==> config.mk <==
export PLATFORM = sky130hd
export DESIGN_NAME = dac_ctrl_top
export DESIGN_NICKNAME = d
export VERILOG_FILES = /design/src/dac_pkg.sv /design/src/dac_wr_if.sv /design/src/dac_ctrl_top.sv /design/src/dac_spi_chain.sv /design/src/dac_host_port.sv /design/src/dac_cmd_regfile.sv /design/src/dac_wr_arbiter.sv
export SDC_FILE = /design/constraint.sdc
export NUM_CORES = 1
export LEC_CHECK = 0
export BUFFER_PORTS_ARGS = -buffer_cell sky130_fd_sc_hd__buf_2
export CORE_ASPECT_RATIO = 1.4
export CORE_MARGIN = 1
export CORE_UTILIZATION = 61
export DETAILED_ROUTE_END_ITERATION = 16
export PLACE_DENSITY = 0.92
export REMOVE_ABC_BUFFERS = 1
export SYNTH_ARGS = -nofsm -noshare
export SYNTH_HDL_FRONTEND = slang
export SYNTH_HIERARCHICAL = 1
export SYNTH_SLANG_ARGS = --single-unit
export TNS_END_PERCENT = 10
==> constraint.sdc <==
create_clock -name sysclk -period 5.4 [get_ports sysclk]
set_input_delay 1.62 -clock sysclk [delete_from_list [all_inputs] [get_ports sysclk]]
set_output_delay 1.62 -clock sysclk [all_outputs]
set_load 0.02 [all_outputs]
==> src/dac_pkg.sv <==
/*
 * dac controller package
 * command codes, register address constants, command word type
 * and the channel index width shared by the controller blocks
 */

package dac_pkg;

    // ------------------------------
    // command word layout
    // ------------------------------
    // bits 23:20 command, 15:0 value, all else zero
    typedef logic [31:0] dac_word_t;

    localparam logic [3:0]  DAC_CMD_WRU  = 4'h3;      // write and update
    localparam logic [3:0]  DAC_CMD_NOP  = 4'hF;      // no operation
    localparam logic [15:0] DAC_VAL_INIT = 16'h8000;  // zero current

    // reset and flush contents of every channel
    localparam dac_word_t DAC_WORD_NOP = {8'h00, DAC_CMD_NOP, 4'h0, DAC_VAL_INIT};

    // ------------------------------
    // host register map
    // ------------------------------
    localparam logic [3:0] ADDR_MAIN    = 4'h0;  // reg_waddr[15:12]
    localparam logic [3:0] OFF_DAC_CTRL = 4'h1;  // reg_waddr[3:0]

    // who owns the regfile write port
    typedef enum logic
    {
        SRC_HOST  = 1'b0,
        SRC_FLUSH = 1'b1
    } wr_src_t;

    // write-and-update word around a host value
    function automatic dac_word_t dac_wru_word(input logic [15:0] val);
        return {8'h00, DAC_CMD_WRU, 4'h0, val};
    endfunction

    // zero-based channel index width, never below one bit
    function automatic int chan_w(input int num_channels);
        return (num_channels > 1) ? $clog2(num_channels) : 1;
    endfunction

endpackage
==> src/dac_wr_if.sv <==
/*
 * regfile write request channel
 * one requester raises a four-phase req/ack write toward the arbiter
 */

`timescale 1ns/1ps

interface dac_wr_if
    import dac_pkg::*;
#(
    parameter int NUM_CHANNELS = 4
);

    localparam int CW = chan_w(NUM_CHANNELS);

    logic          req;   // held until ack seen
    logic [CW-1:0] addr;  // zero-based channel
    dac_word_t     data;  // word to store
    logic          ack;   // high from write cycle until req drops

    modport requester
    (
        output req,
        output addr,
        output data,
        input  ack
    );

    modport arbiter
    (
        input  req,
        input  addr,
        input  data,
        output ack
    );

endinterface

==> src/dac_ctrl_top.sv <==
/*
 * dac chain controller top
 * host port, spi serializer, write arbiter and command regfile
 */

`timescale 1ns/1ps

module dac_ctrl_top
    import dac_pkg::*;
#(
    parameter int  NUM_CHANNELS = 4,
    parameter int  SCLK_DIV     = 2,
    localparam int CW           = chan_w(NUM_CHANNELS)
)
(
    input  logic                          sysclk,
    input  logic                          rst,
    // host register bus
    input  logic                          reg_wen,
    input  logic                          blk_wen,
    input  logic [15:0]                   reg_waddr,
    input  logic [15:0]                   reg_wdata,
    input  logic [3:0]                    reg_rchan,   // 1-based
    output logic [31:0]                   reg_rdata,
    // spi
    output logic                          sclk,
    output logic                          mosi,
    output logic                          csel,
    output logic                          busy,
    output logic [NUM_CHANNELS-1:0][15:0] dac_val
);

    // ------------------------------
    // internal wiring
    // ------------------------------
    logic          trig;
    logic          we;
    logic [CW-1:0] waddr;
    dac_word_t     wdata;
    logic          copy_en;
    logic [CW-1:0] rd_chan;
    dac_word_t     rd_word;

    dac_wr_if #(.NUM_CHANNELS(NUM_CHANNELS)) wr_host ();   // host port side
    dac_wr_if #(.NUM_CHANNELS(NUM_CHANNELS)) wr_flush ();  // serializer side

    dac_host_port #(.NUM_CHANNELS(NUM_CHANNELS)) u_host_port
    (
        .sysclk    (sysclk),
        .rst       (rst),
        .reg_wen   (reg_wen),
        .blk_wen   (blk_wen),
        .reg_waddr (reg_waddr),
        .reg_wdata (reg_wdata),
        .busy      (busy),
        .wr        (wr_host.requester),
        .trig      (trig)
    );

    dac_spi_chain #(.NUM_CHANNELS(NUM_CHANNELS), .SCLK_DIV(SCLK_DIV)) u_spi_chain
    (
        .sysclk  (sysclk),
        .rst     (rst),
        .trig    (trig),
        .rd_chan (rd_chan),
        .rd_word (rd_word),
        .flush   (wr_flush.requester),
        .sclk    (sclk),
        .mosi    (mosi),
        .csel    (csel),
        .busy    (busy)
    );

    dac_wr_arbiter #(.NUM_CHANNELS(NUM_CHANNELS)) u_wr_arbiter
    (
        .sysclk  (sysclk),
        .rst     (rst),
        .host    (wr_host.arbiter),
        .flush   (wr_flush.arbiter),
        .we      (we),
        .waddr   (waddr),
        .wdata   (wdata),
        .copy_en (copy_en)
    );

    dac_cmd_regfile #(.NUM_CHANNELS(NUM_CHANNELS)) u_cmd_regfile
    (
        .sysclk  (sysclk),
        .rst     (rst),
        .we      (we),
        .waddr   (waddr),
        .wdata   (wdata),
        .copy_en (copy_en),
        .rd_chan (rd_chan),
        .rd_word (rd_word),
        .rb_chan (reg_rchan),
        .rb_word (reg_rdata),
        .dac_val (dac_val)
    );

endmodule

==> src/dac_spi_chain.sv <==
/*
 * spi chain serializer
 * shifts every channel word out under one chip select, last channel
 * first, and flushes each channel to nop after its word is sent
 */

`timescale 1ns/1ps

module dac_spi_chain
    import dac_pkg::*;
#(
    parameter int  NUM_CHANNELS = 4,
    parameter int  SCLK_DIV     = 2,      // sclk half period in sysclk cycles
    localparam int CW           = chan_w(NUM_CHANNELS)
)
(
    input  logic          sysclk,
    input  logic          rst,
    input  logic          trig,
    output logic [CW-1:0] rd_chan,        // live word select
    input  dac_word_t     rd_word,
    dac_wr_if.requester   flush,
    output logic          sclk,
    output logic          mosi,
    output logic          csel,           // active low
    output logic          busy
);

    localparam int DIV_W = $clog2(SCLK_DIV + 1);

    typedef enum logic [1:0]
    {
        ST_IDLE,
        ST_LOAD,
        ST_SHIFT,
        ST_FLUSH
    } state_t;

    state_t          state;
    logic [DIV_W-1:0] div_cnt;
    logic             div_tick;  // half period elapsed
    logic [4:0]       bit_cnt;   // bits left after the current one
    logic [CW-1:0]    chan;
    logic             flush_req;
    dac_word_t        shreg;     // msb is on mosi

    assign div_tick = (div_cnt == DIV_W'(SCLK_DIV - 1));

    assign rd_chan    = chan;
    assign flush.req  = flush_req;
    assign flush.addr = chan;
    assign flush.data = DAC_WORD_NOP;

    // ------------------------------
    // control fsm
    // ------------------------------
    always_ff @(posedge sysclk)
    begin
        if (rst)
        begin
            state     <= ST_IDLE;
            div_cnt   <= '0;
            bit_cnt   <= '0;
            chan      <= '0;
            flush_req <= 1'b0;
            sclk      <= 1'b0;
            mosi      <= 1'b0;
            csel      <= 1'b1;
            busy      <= 1'b0;
        end
        else
        begin
            unique case (state)
                ST_IDLE:
                begin
                    if (trig)
                    begin
                        chan  <= CW'(NUM_CHANNELS - 1);  // last channel leads
                        csel  <= 1'b0;
                        busy  <= 1'b1;
                        state <= ST_LOAD;
                    end
                end
                ST_LOAD:
                begin
                    mosi    <= rd_word[31];              // first bit before first rise
                    bit_cnt <= 5'd31;
                    div_cnt <= '0;
                    state   <= ST_SHIFT;
                end
                ST_SHIFT:
                begin
                    div_cnt <= div_tick ? '0 : div_cnt + 1'b1;
                    if (div_tick)
                    begin
                        sclk <= ~sclk;
                        if (sclk)                        // falling edge, next bit
                        begin
                            if (bit_cnt == 5'd0)
                            begin
                                flush_req <= 1'b1;       // word done, nop it
                                state     <= ST_FLUSH;
                            end
                            else
                            begin
                                mosi    <= shreg[30];
                                bit_cnt <= bit_cnt - 1'b1;
                            end
                        end
                    end
                end
                ST_FLUSH:
                begin
                    // sclk parked low until the handshake closes
                    if (flush_req && flush.ack)
                        flush_req <= 1'b0;
                    else if (!flush_req && !flush.ack)
                    begin
                        if (chan == '0)
                        begin
                            mosi  <= 1'b0;
                            csel  <= 1'b1;               // frame ends
                            busy  <= 1'b0;
                            state <= ST_IDLE;
                        end
                        else
                        begin
                            chan  <= chan - 1'b1;
                            state <= ST_LOAD;
                        end
                    end
                end
                default: state <= ST_IDLE;
            endcase
        end
    end

    // shift register, loaded then moved on each falling edge
    always_ff @(posedge sysclk)
    begin
        if (state == ST_LOAD)
            shreg <= rd_word;
        else if (state == ST_SHIFT && div_tick && sclk && bit_cnt != 5'd0)
            shreg <= {shreg[30:0], 1'b0};
    end

endmodule

==> src/dac_host_port.sv <==
/*
 * host register port
 * decodes dac control writes into write-and-update requests and
 * turns block writes into a serializer trigger once the write lands
 */

`timescale 1ns/1ps

module dac_host_port
    import dac_pkg::*;
#(
    parameter int  NUM_CHANNELS = 4,
    localparam int CW           = chan_w(NUM_CHANNELS)
)
(
    input  logic         sysclk,
    input  logic         rst,
    input  logic         reg_wen,    // quadlet write
    input  logic         blk_wen,    // end of block write
    input  logic [15:0]  reg_waddr,
    input  logic [15:0]  reg_wdata,
    input  logic         busy,       // spi transaction running
    dac_wr_if.requester  wr,
    output logic         trig        // one-cycle start pulse
);

    // ------------------------------
    // address decode
    // ------------------------------
    logic       addr_hit;   // main block, dac ctrl offset
    logic [3:0] chan_nib;   // 1-based channel
    logic [3:0] chan_z;     // zero-based channel
    logic       chan_ok;
    logic       wr_busy;    // own handshake still open
    logic       wr_go;      // accept a write this cycle
    logic       blk_hit;
    logic       blk_pend;   // trigger waits for the write to finish
    logic       req_r;

    assign addr_hit = (reg_waddr[15:12] == ADDR_MAIN) && (reg_waddr[3:0] == OFF_DAC_CTRL);
    assign chan_nib = reg_waddr[7:4];
    assign chan_z   = chan_nib - 4'd1;
    assign chan_ok  = (chan_nib != 4'd0) && (int'(chan_nib) <= NUM_CHANNELS);

    assign wr_busy = req_r || wr.ack;
    assign wr_go   = reg_wen && addr_hit && chan_ok && !busy && !wr_busy;
    assign blk_hit = blk_wen && addr_hit && !busy;

    assign wr.req = req_r;

    // request side of the handshake
    always_ff @(posedge sysclk)
    begin
        if (rst)
            req_r <= 1'b0;
        else if (wr_go)
            req_r <= 1'b1;
        else if (req_r && wr.ack)
            req_r <= 1'b0;                 // ack seen, let go
    end

    // payload held stable while req is high
    always_ff @(posedge sysclk)
    begin
        if (wr_go)
        begin
            wr.addr <= CW'(chan_z);
            wr.data <= dac_wru_word(reg_wdata);
        end
    end

    // ------------------------------
    // trigger sequencing
    // ------------------------------
    always_ff @(posedge sysclk)
    begin
        if (rst)
        begin
            trig     <= 1'b0;
            blk_pend <= 1'b0;
        end
        else
        begin
            trig <= 1'b0;
            if (blk_hit || blk_pend)
            begin
                if (!wr_go && !wr_busy)
                begin
                    trig     <= 1'b1;      // write landed, go
                    blk_pend <= 1'b0;
                end
                else
                    blk_pend <= 1'b1;
            end
        end
    end

endmodule

==> src/dac_cmd_regfile.sv <==
/*
 * dac command register file
 * live words feed the serializer and are flushed to nop after use,
 * a second copy keeps the last host word for readback and dac_val
 */

`timescale 1ns/1ps

module dac_cmd_regfile
    import dac_pkg::*;
#(
    parameter int  NUM_CHANNELS = 4,
    localparam int CW           = chan_w(NUM_CHANNELS)
)
(
    input  logic                               sysclk,
    input  logic                               rst,
    // write port from the arbiter
    input  logic                               we,
    input  logic [CW-1:0]                      waddr,
    input  dac_word_t                          wdata,
    input  logic                               copy_en,
    // serializer read port
    input  logic [CW-1:0]                      rd_chan,
    output dac_word_t                          rd_word,
    // host readback, 1-based channel
    input  logic [3:0]                         rb_chan,
    output dac_word_t                          rb_word,
    output logic [NUM_CHANNELS-1:0][15:0]      dac_val
);

    dac_word_t  live_mem [NUM_CHANNELS];  // flushed after each shift
    dac_word_t  copy_mem [NUM_CHANNELS];  // host writes only
    logic [3:0] rb_idx;                   // zero-based readback channel
    logic       rb_ok;

    // ------------------------------
    // write side
    // ------------------------------
    always_ff @(posedge sysclk)
    begin
        if (rst)
        begin
            for (int i = 0; i < NUM_CHANNELS; i++)
            begin
                live_mem[i] <= DAC_WORD_NOP;
                copy_mem[i] <= DAC_WORD_NOP;
            end
        end
        else if (we && (int'(waddr) < NUM_CHANNELS))
        begin
            live_mem[waddr] <= wdata;
            if (copy_en)
                copy_mem[waddr] <= wdata;  // readback keeps host value
        end
    end

    // ------------------------------
    // read side
    // ------------------------------
    assign rd_word = live_mem[rd_chan];

    assign rb_idx  = rb_chan - 4'd1;
    assign rb_ok   = (rb_chan != 4'd0) && (int'(rb_chan) <= NUM_CHANNELS);
    assign rb_word = rb_ok ? copy_mem[CW'(rb_idx)] : '0;  // out of range reads zero

    // current per channel, low half of the copy
    always_comb
    begin
        for (int i = 0; i < NUM_CHANNELS; i++)
            dac_val[i] = copy_mem[i][15:0];
    end

endmodule

==> src/dac_wr_arbiter.sv <==
/*
 * regfile write arbiter
 * merges the host and flush requesters onto the single write port,
 * flush first, with a four-phase handshake on each side
 */

`timescale 1ns/1ps

module dac_wr_arbiter
    import dac_pkg::*;
#(
    parameter int  NUM_CHANNELS = 4,
    localparam int CW           = chan_w(NUM_CHANNELS)
)
(
    input  logic          sysclk,
    input  logic          rst,
    dac_wr_if.arbiter     host,     // host port requests
    dac_wr_if.arbiter     flush,    // serializer nop flush requests
    output logic          we,       // one-cycle write strobe
    output logic [CW-1:0] waddr,
    output dac_word_t     wdata,
    output logic          copy_en   // host writes also hit the readback copy
);

    // ------------------------------
    // grant state
    // ------------------------------
    logic    gnt_vld;     // a handshake is open
    wr_src_t gnt_src;     // owner of the open handshake
    logic    pick_flush;
    logic    pick_host;

    // new grant only with the port free, flush wins a tie
    assign pick_flush = !gnt_vld && flush.req;
    assign pick_host  = !gnt_vld && !flush.req && host.req;

    // write lands in the cycle ack is raised
    assign we      = pick_flush | pick_host;
    assign copy_en = pick_host;                           // flushes skip the copy
    assign waddr   = pick_flush ? flush.addr : host.addr;
    assign wdata   = pick_flush ? flush.data : host.data;

    // ack per requester follows the grant owner
    assign host.ack  = gnt_vld && (gnt_src == SRC_HOST);
    assign flush.ack = gnt_vld && (gnt_src == SRC_FLUSH);

    always_ff @(posedge sysclk)
    begin
        if (rst)
        begin
            gnt_vld <= 1'b0;
            gnt_src <= SRC_HOST;
        end
        else if (!gnt_vld)
        begin
            if (pick_flush)
            begin
                gnt_vld <= 1'b1;
                gnt_src <= SRC_FLUSH;
            end
            else if (pick_host)
            begin
                gnt_vld <= 1'b1;
                gnt_src <= SRC_HOST;
            end
        end
        else
        begin
            // hold until the winner lets req fall, then drop ack
            unique case (gnt_src)
                SRC_FLUSH: if (!flush.req) gnt_vld <= 1'b0;
                SRC_HOST:  if (!host.req)  gnt_vld <= 1'b0;
            endcase
        end
    end

endmodule

# Word-level counts from Yosys, hierarchy flattened
# Memories as Yosys holds them, arrays and structs flattened. A register that Yosys moved wholly into a read port is not among the register bits.
# Index checks and enable logic that the tools add are counted.
[word_totals]
ff_bits = 70
ram_bits = 192
input_bits = 40
out_inout_bits = 100
memories = 2
[classes]
n_addsub = 5
n_lt_le_gt_ge = 2
eq_ne = 15
muxes = 71
bitwise_logic = 5
reduce_logical = 54
[memory_table]
columns = ["name", "depth", "width", "read_ports", "rd_clocked_by_memory_dff", "wr", "line_no", "text"]
rows = [
  ["u_cmd_regfile.copy_mem", 4, 24, 5, 0, 4, "dac_cmd_regfile.sv:33", "dac_word_t copy_mem [NUM_CHANNELS];"],
  ["u_cmd_regfile.live_mem", 4, 24, 1, 1, 4, "dac_cmd_regfile.sv:32", "dac_word_t live_mem [NUM_CHANNELS];"],
]
[ops]
columns = ["cell", "count"]
rows = [
  ["$mux W24", 3],
  ["$mux W31", 2],
  ["$reduce_or A24 Y1", 2],
  ["$mux W1", 37],
  ["$mux W2", 16],
  ["$mux W32", 1],
  ["$logic_and A1 B1 Y1", 21],
  ["$mux W5", 3],
  ["$reduce_and A5 Y1", 3],
  ["$ne A2 B1 Y1 const B", 6],
  ["$reduce_bool A2 Y1", 6],
  ["$pmux W5 S2", 1],
  ["$le A4 B3 Y1 const B", 2],
  ["$ne A2 B2 Y1 const B", 4],
  ["$pmux W1 S2", 4],
  ["$pmux W2 S2", 2],
  ["$pmux W2 S4", 1],
  ["$reduce_bool A4 Y1", 2],
  ["$reduce_and A7 Y1", 1],
  ["$logic_not A1 Y1", 6],
  ["$reduce_and A6 Y1", 1],
  ["$sub A2 B1 Y2 const B", 3],
  ["$logic_not A5 Y1", 1],
  ["$reduce_bool A5 Y1", 1],
  ["other kinds (15)", 23],
]

# Logic depth before layout (Yosys ltp)
[logic_depth]
ltp_word = 9
mapped_depth = 7
mapped_depth_nobuf = 6

# Modules after synthesis
# Netlist, hierarchy kept.
[by_module_without_submodules]
columns = ["module", "n_inst", "cells_per_inst", "area_each_um2", "seq_area_each_um2"]
rows = [
  ["dac_cmd_regfile", 1, 748, 12005.3, 7687.4],
  ["dac_spi_chain", 1, 205, 2438.6, 1251.2],
  ["dac_host_port", 1, 60, 888.4, 600.6],
  ["dac_wr_arbiter", 1, 51, 673.1, 40.0],
]

# Least setup slack after synthesis
# OpenSTA, ideal clock, no wires.
[synth_timing]
kind = "input-to-output"
start = "input port reg_rchan[0]"
end = "output port reg_rdata[0]"
t_arrival_ns = 3.013
required_ns = 3.780
setup_slack_ns = 0.767
cell_stages = 7
cell_sequence = "buf_6 > buf_12 > inv_1 > ha_1 > buf_2 > mux4_2 > and3b_1"
[synth_between]
elab_chain_len = 3
word_cells_on_any_way = 6
classes_between = "1 x add/sub; 1 x order compare; 1 x mux; 2 x reduce/logical; 1 x memory"
[synth_lines]
columns = ["element", "line_no", "text"]
rows = [
  ["from (decl)", "dac_ctrl_top.sv:23", "input logic [3:0] reg_rchan,"],
  ["$sub A2 B1 Y2, or another cell as far along", "dac_cmd_regfile.sv:63", "assign rb_idx = rb_chan - 4'd1;"],
  ["$mem_v2 Z4 W24 or $logic_and A1 B1 Y1 (tied branches)", "-", ""],
  ["$mux W32 (*)", "dac_cmd_regfile.sv:65", "assign rb_word = rb_ok ? copy_mem[CW'(rb_idx)] : '0;"],
  ["to (decl)", "dac_ctrl_top.sv:24", "output logic [31:0] reg_rdata,"],
]
# Every way passes the cells marked *; elsewhere a longest branch is shown, timed or not.

# Final worst setup path
[layout_timing]
start = "input port reg_rchan[0]"
end = "output port reg_rdata[9]"
# The elaborated chain is that of the path after synthesis.

==> metrics.txt <==
status finished clean; Layout Skew 13.1 ps; Netlist cell types 56; Tmin final 4790 ps; Fmax 0.209 GHz; starting density of the core 62.6%; Root Driver clkbuf_16; Final Hold Viols 0; Post-Place Cells 1399; Synth Instances 1064; dominant cells by area after synthesis edfxtp_1 57%, mux4_2 8.6%, and2_1 5.4%, buf_4 5.4%, and3_1 3.2%; DR WL/cell 25.9 microns; Bufs on Longest Clock Path 3; register area share after synthesis 59.8%; core area 0.0256 sq mm; crit start category input pin; CP Class in2out; worst vdd rail ir drop 0.324 mV; First DRT Iteration DRCs 944; RR Startpoint u_wr_arbiter/gnt_vld; Finish-stage setup viols 0; Tightest Hold Check Type reg2reg; Synth-to-Final Area Change 7.01%; DRT antenna net count 0; M1 WL 12.0 mm; mean post-synth cell area 15.0 sq um; Final HPWL DP 19.5 mm; Post-Route WL 37.7 mm; n_diodes 0; number of synthesized register bits 326; CP Capture Type output port; cell taking the most area after synthesis edfxtp_1; Die Wd 139 microns; Slew Limit Fails 0; Power Dens Cells 341 mW/mm^2; CTS Hold Buffers Added 0; setup tns final 0 ps; layout cells sized above 1 30.5%; gr usage total 28.0%; initial antenna violation count 0; vias in the first global route 9973; Syn. warnings 6; max cap viols 0; die height 194 microns; Worst-Skew Late Latency 560 ps; htree depth 1; DRC 0; RSZ-0062 raised after global routing false; CTS tree yes; global-route wire length before repair 56.5 mm; nets 1159; CP required 3780 ps; final cell count without fillers 1451; detailed-route via count 9428; max layer used met4; Clock transition at path regs 60 ps; CP Data Arrival Time 3170 ps; Placement Rows 69; worst setup margin 613 ps; Overflow after GRT 0; Port Buf Inserts 135; DR pass1 iterations 5; Tightest Pin Transition 1100 ps; Post-Place Cell Area 0.0161 sq mm; maximum number of pins on one net before global-route repair 65; Final period util 88.7%; Post-Place Setup Slack 619 ps; Resized cells post-CTS 0; CTS Buf Count 28; flop2flop setup slack 1870 ps; CP Max Fanout 32; Leakage Power 6.74 nW; die area 0.0269 sq mm; Yosys top cell area share 57.2%; RePlAce Congestion 0.776; Vias/cell 6.50; Slew HR 26.6%; post-route cell area 0.0171 sq mm; postcts setup bufs 0; Hold Startpoint u_spi_chain/csel; I/O pin cnt 140; met3 WL 3.94 mm; Sink Count 326; metal2 WL 19.8 mm; worst setup path start reg_rchan[0]; Syn Std Cell Area 0.0160 sq mm
==> worst max-delay path, cell delays in order <==
cell and delay (ps):
buf_2 100, inv_1 50, ha_1 310, buf_12 260, mux4_2 350, and3b_1 260
buf_2 190
==> cells in the mapped netlist, drive strengths merged <==
master  number
a211oi      10
a21o         5
a21oi       10
a22oi        1
a311oi       3
a31o         1
a31oi        3
a41o         1
a41oi        1
and2       138
and2b        2
and3        81
and3b       34
and4bb       2
buf        141
clkbuf      41
conb         4
dfxtp       21
edfxtp     305
ha           9
inv         17
mux2        65
mux2i        1
mux4        64
nand2        3
nand2b      27
nand3        3
nand3b      19
nand4        1
nand4b       1
nor2        16
nor2b        6
nor3         6
nor4         1
nor4b        5
o21a         1
o21ai        4
o22ai        1
or2          6
or4b         1
xnor2        2
xor2         1
==> metal layers <==
metal	vias to the layer above	global-route usage [%]
li1	3882	-
met1	4691	31.1
met2	704	49.9
met3	151	5.38
met4	0	16.3
met5	-	0
==> layout by cell type, fill, tap and decap left out, drive strengths merged, types with 17 or more instances in the layout <==
cell type and n:
conb 48, mux4 64, and2 138, buf 154, dfxtp 21, edfxtp 305, and3 81, inv 17
mux2 65, nand3b 19, nand2b 27, clkbuf 35, and3b 34
==> power by group <==
group	internal (W)	switching, W	total [W]
logic	0.000316	0.000414	0.000730
registers	0.00289	0.0000500	0.00294
clock network	0.00126	0.000913	0.00217
total	0.00446	0.00138	0.00584
==> final cells by class <==
class                           instances  area (sq um)
Sequential cell                       326          9580
Fill cell                            1532          8430
Multi-Input combinational cell        583          5270
Timing Repair Buffer                  154           831
Clock buffer                           35           778
Tap cell                              319           399
Clock inverter                         17           208
Inverter                               17          63.8
==> per-stage QoR <==
stage | util (%) | hold WS (ps) | total power [W]
after floorplan | - | 457 | 0.00348
after global placement | 63.2 | 448 | 0.00367
after detailed placement | 63.2 | 474 | 0.00370
after CTS | 67.0 | 498 | 0.00583
after global routing | 67.0 | 511 | 0.00597
final | 67.0 | 490 | 0.00584
==> worst paths after layout <==
check | depth (start not counted) | endpoint
setup / recovery | 7 | reg_rdata[9]
hold / removal | 2 | u_spi_chain/csel
setup reg to reg | 5 | u_cmd_regfile/live_mem[0][0]
hold reg to reg | 2 | u_spi_chain/csel
==> state kept, by name (all words and copies together) (netlist names), 5 cells and up <==
signal / count
u_cmd_regfile/live_mem: 128
u_spi_chain/shreg: 31
u_cmd_regfile/copy_mem: 128
u_host_port/wr.data: 16
u_spi_chain/bit_cnt: 5
==> cells by family (layout without fill, tap and decap cells) <==
kind of cell | Yosys count | count (layout) | synth area share (%)
buf+inv | 199 | 223 | 8.38
xor+xnor | 3 | 3 | 0.164
mux | 130 | 130 | 14.4
simple gates | 352 | 352 | 14.6
compound gates | 41 | 41 | 1.84
flops | 326 | 326 | 59.8
fa+ha+maj | 9 | 9 | 0.704
other cells | 4 | 48 | 0.0938
Power figures use the tool's default switching activity.
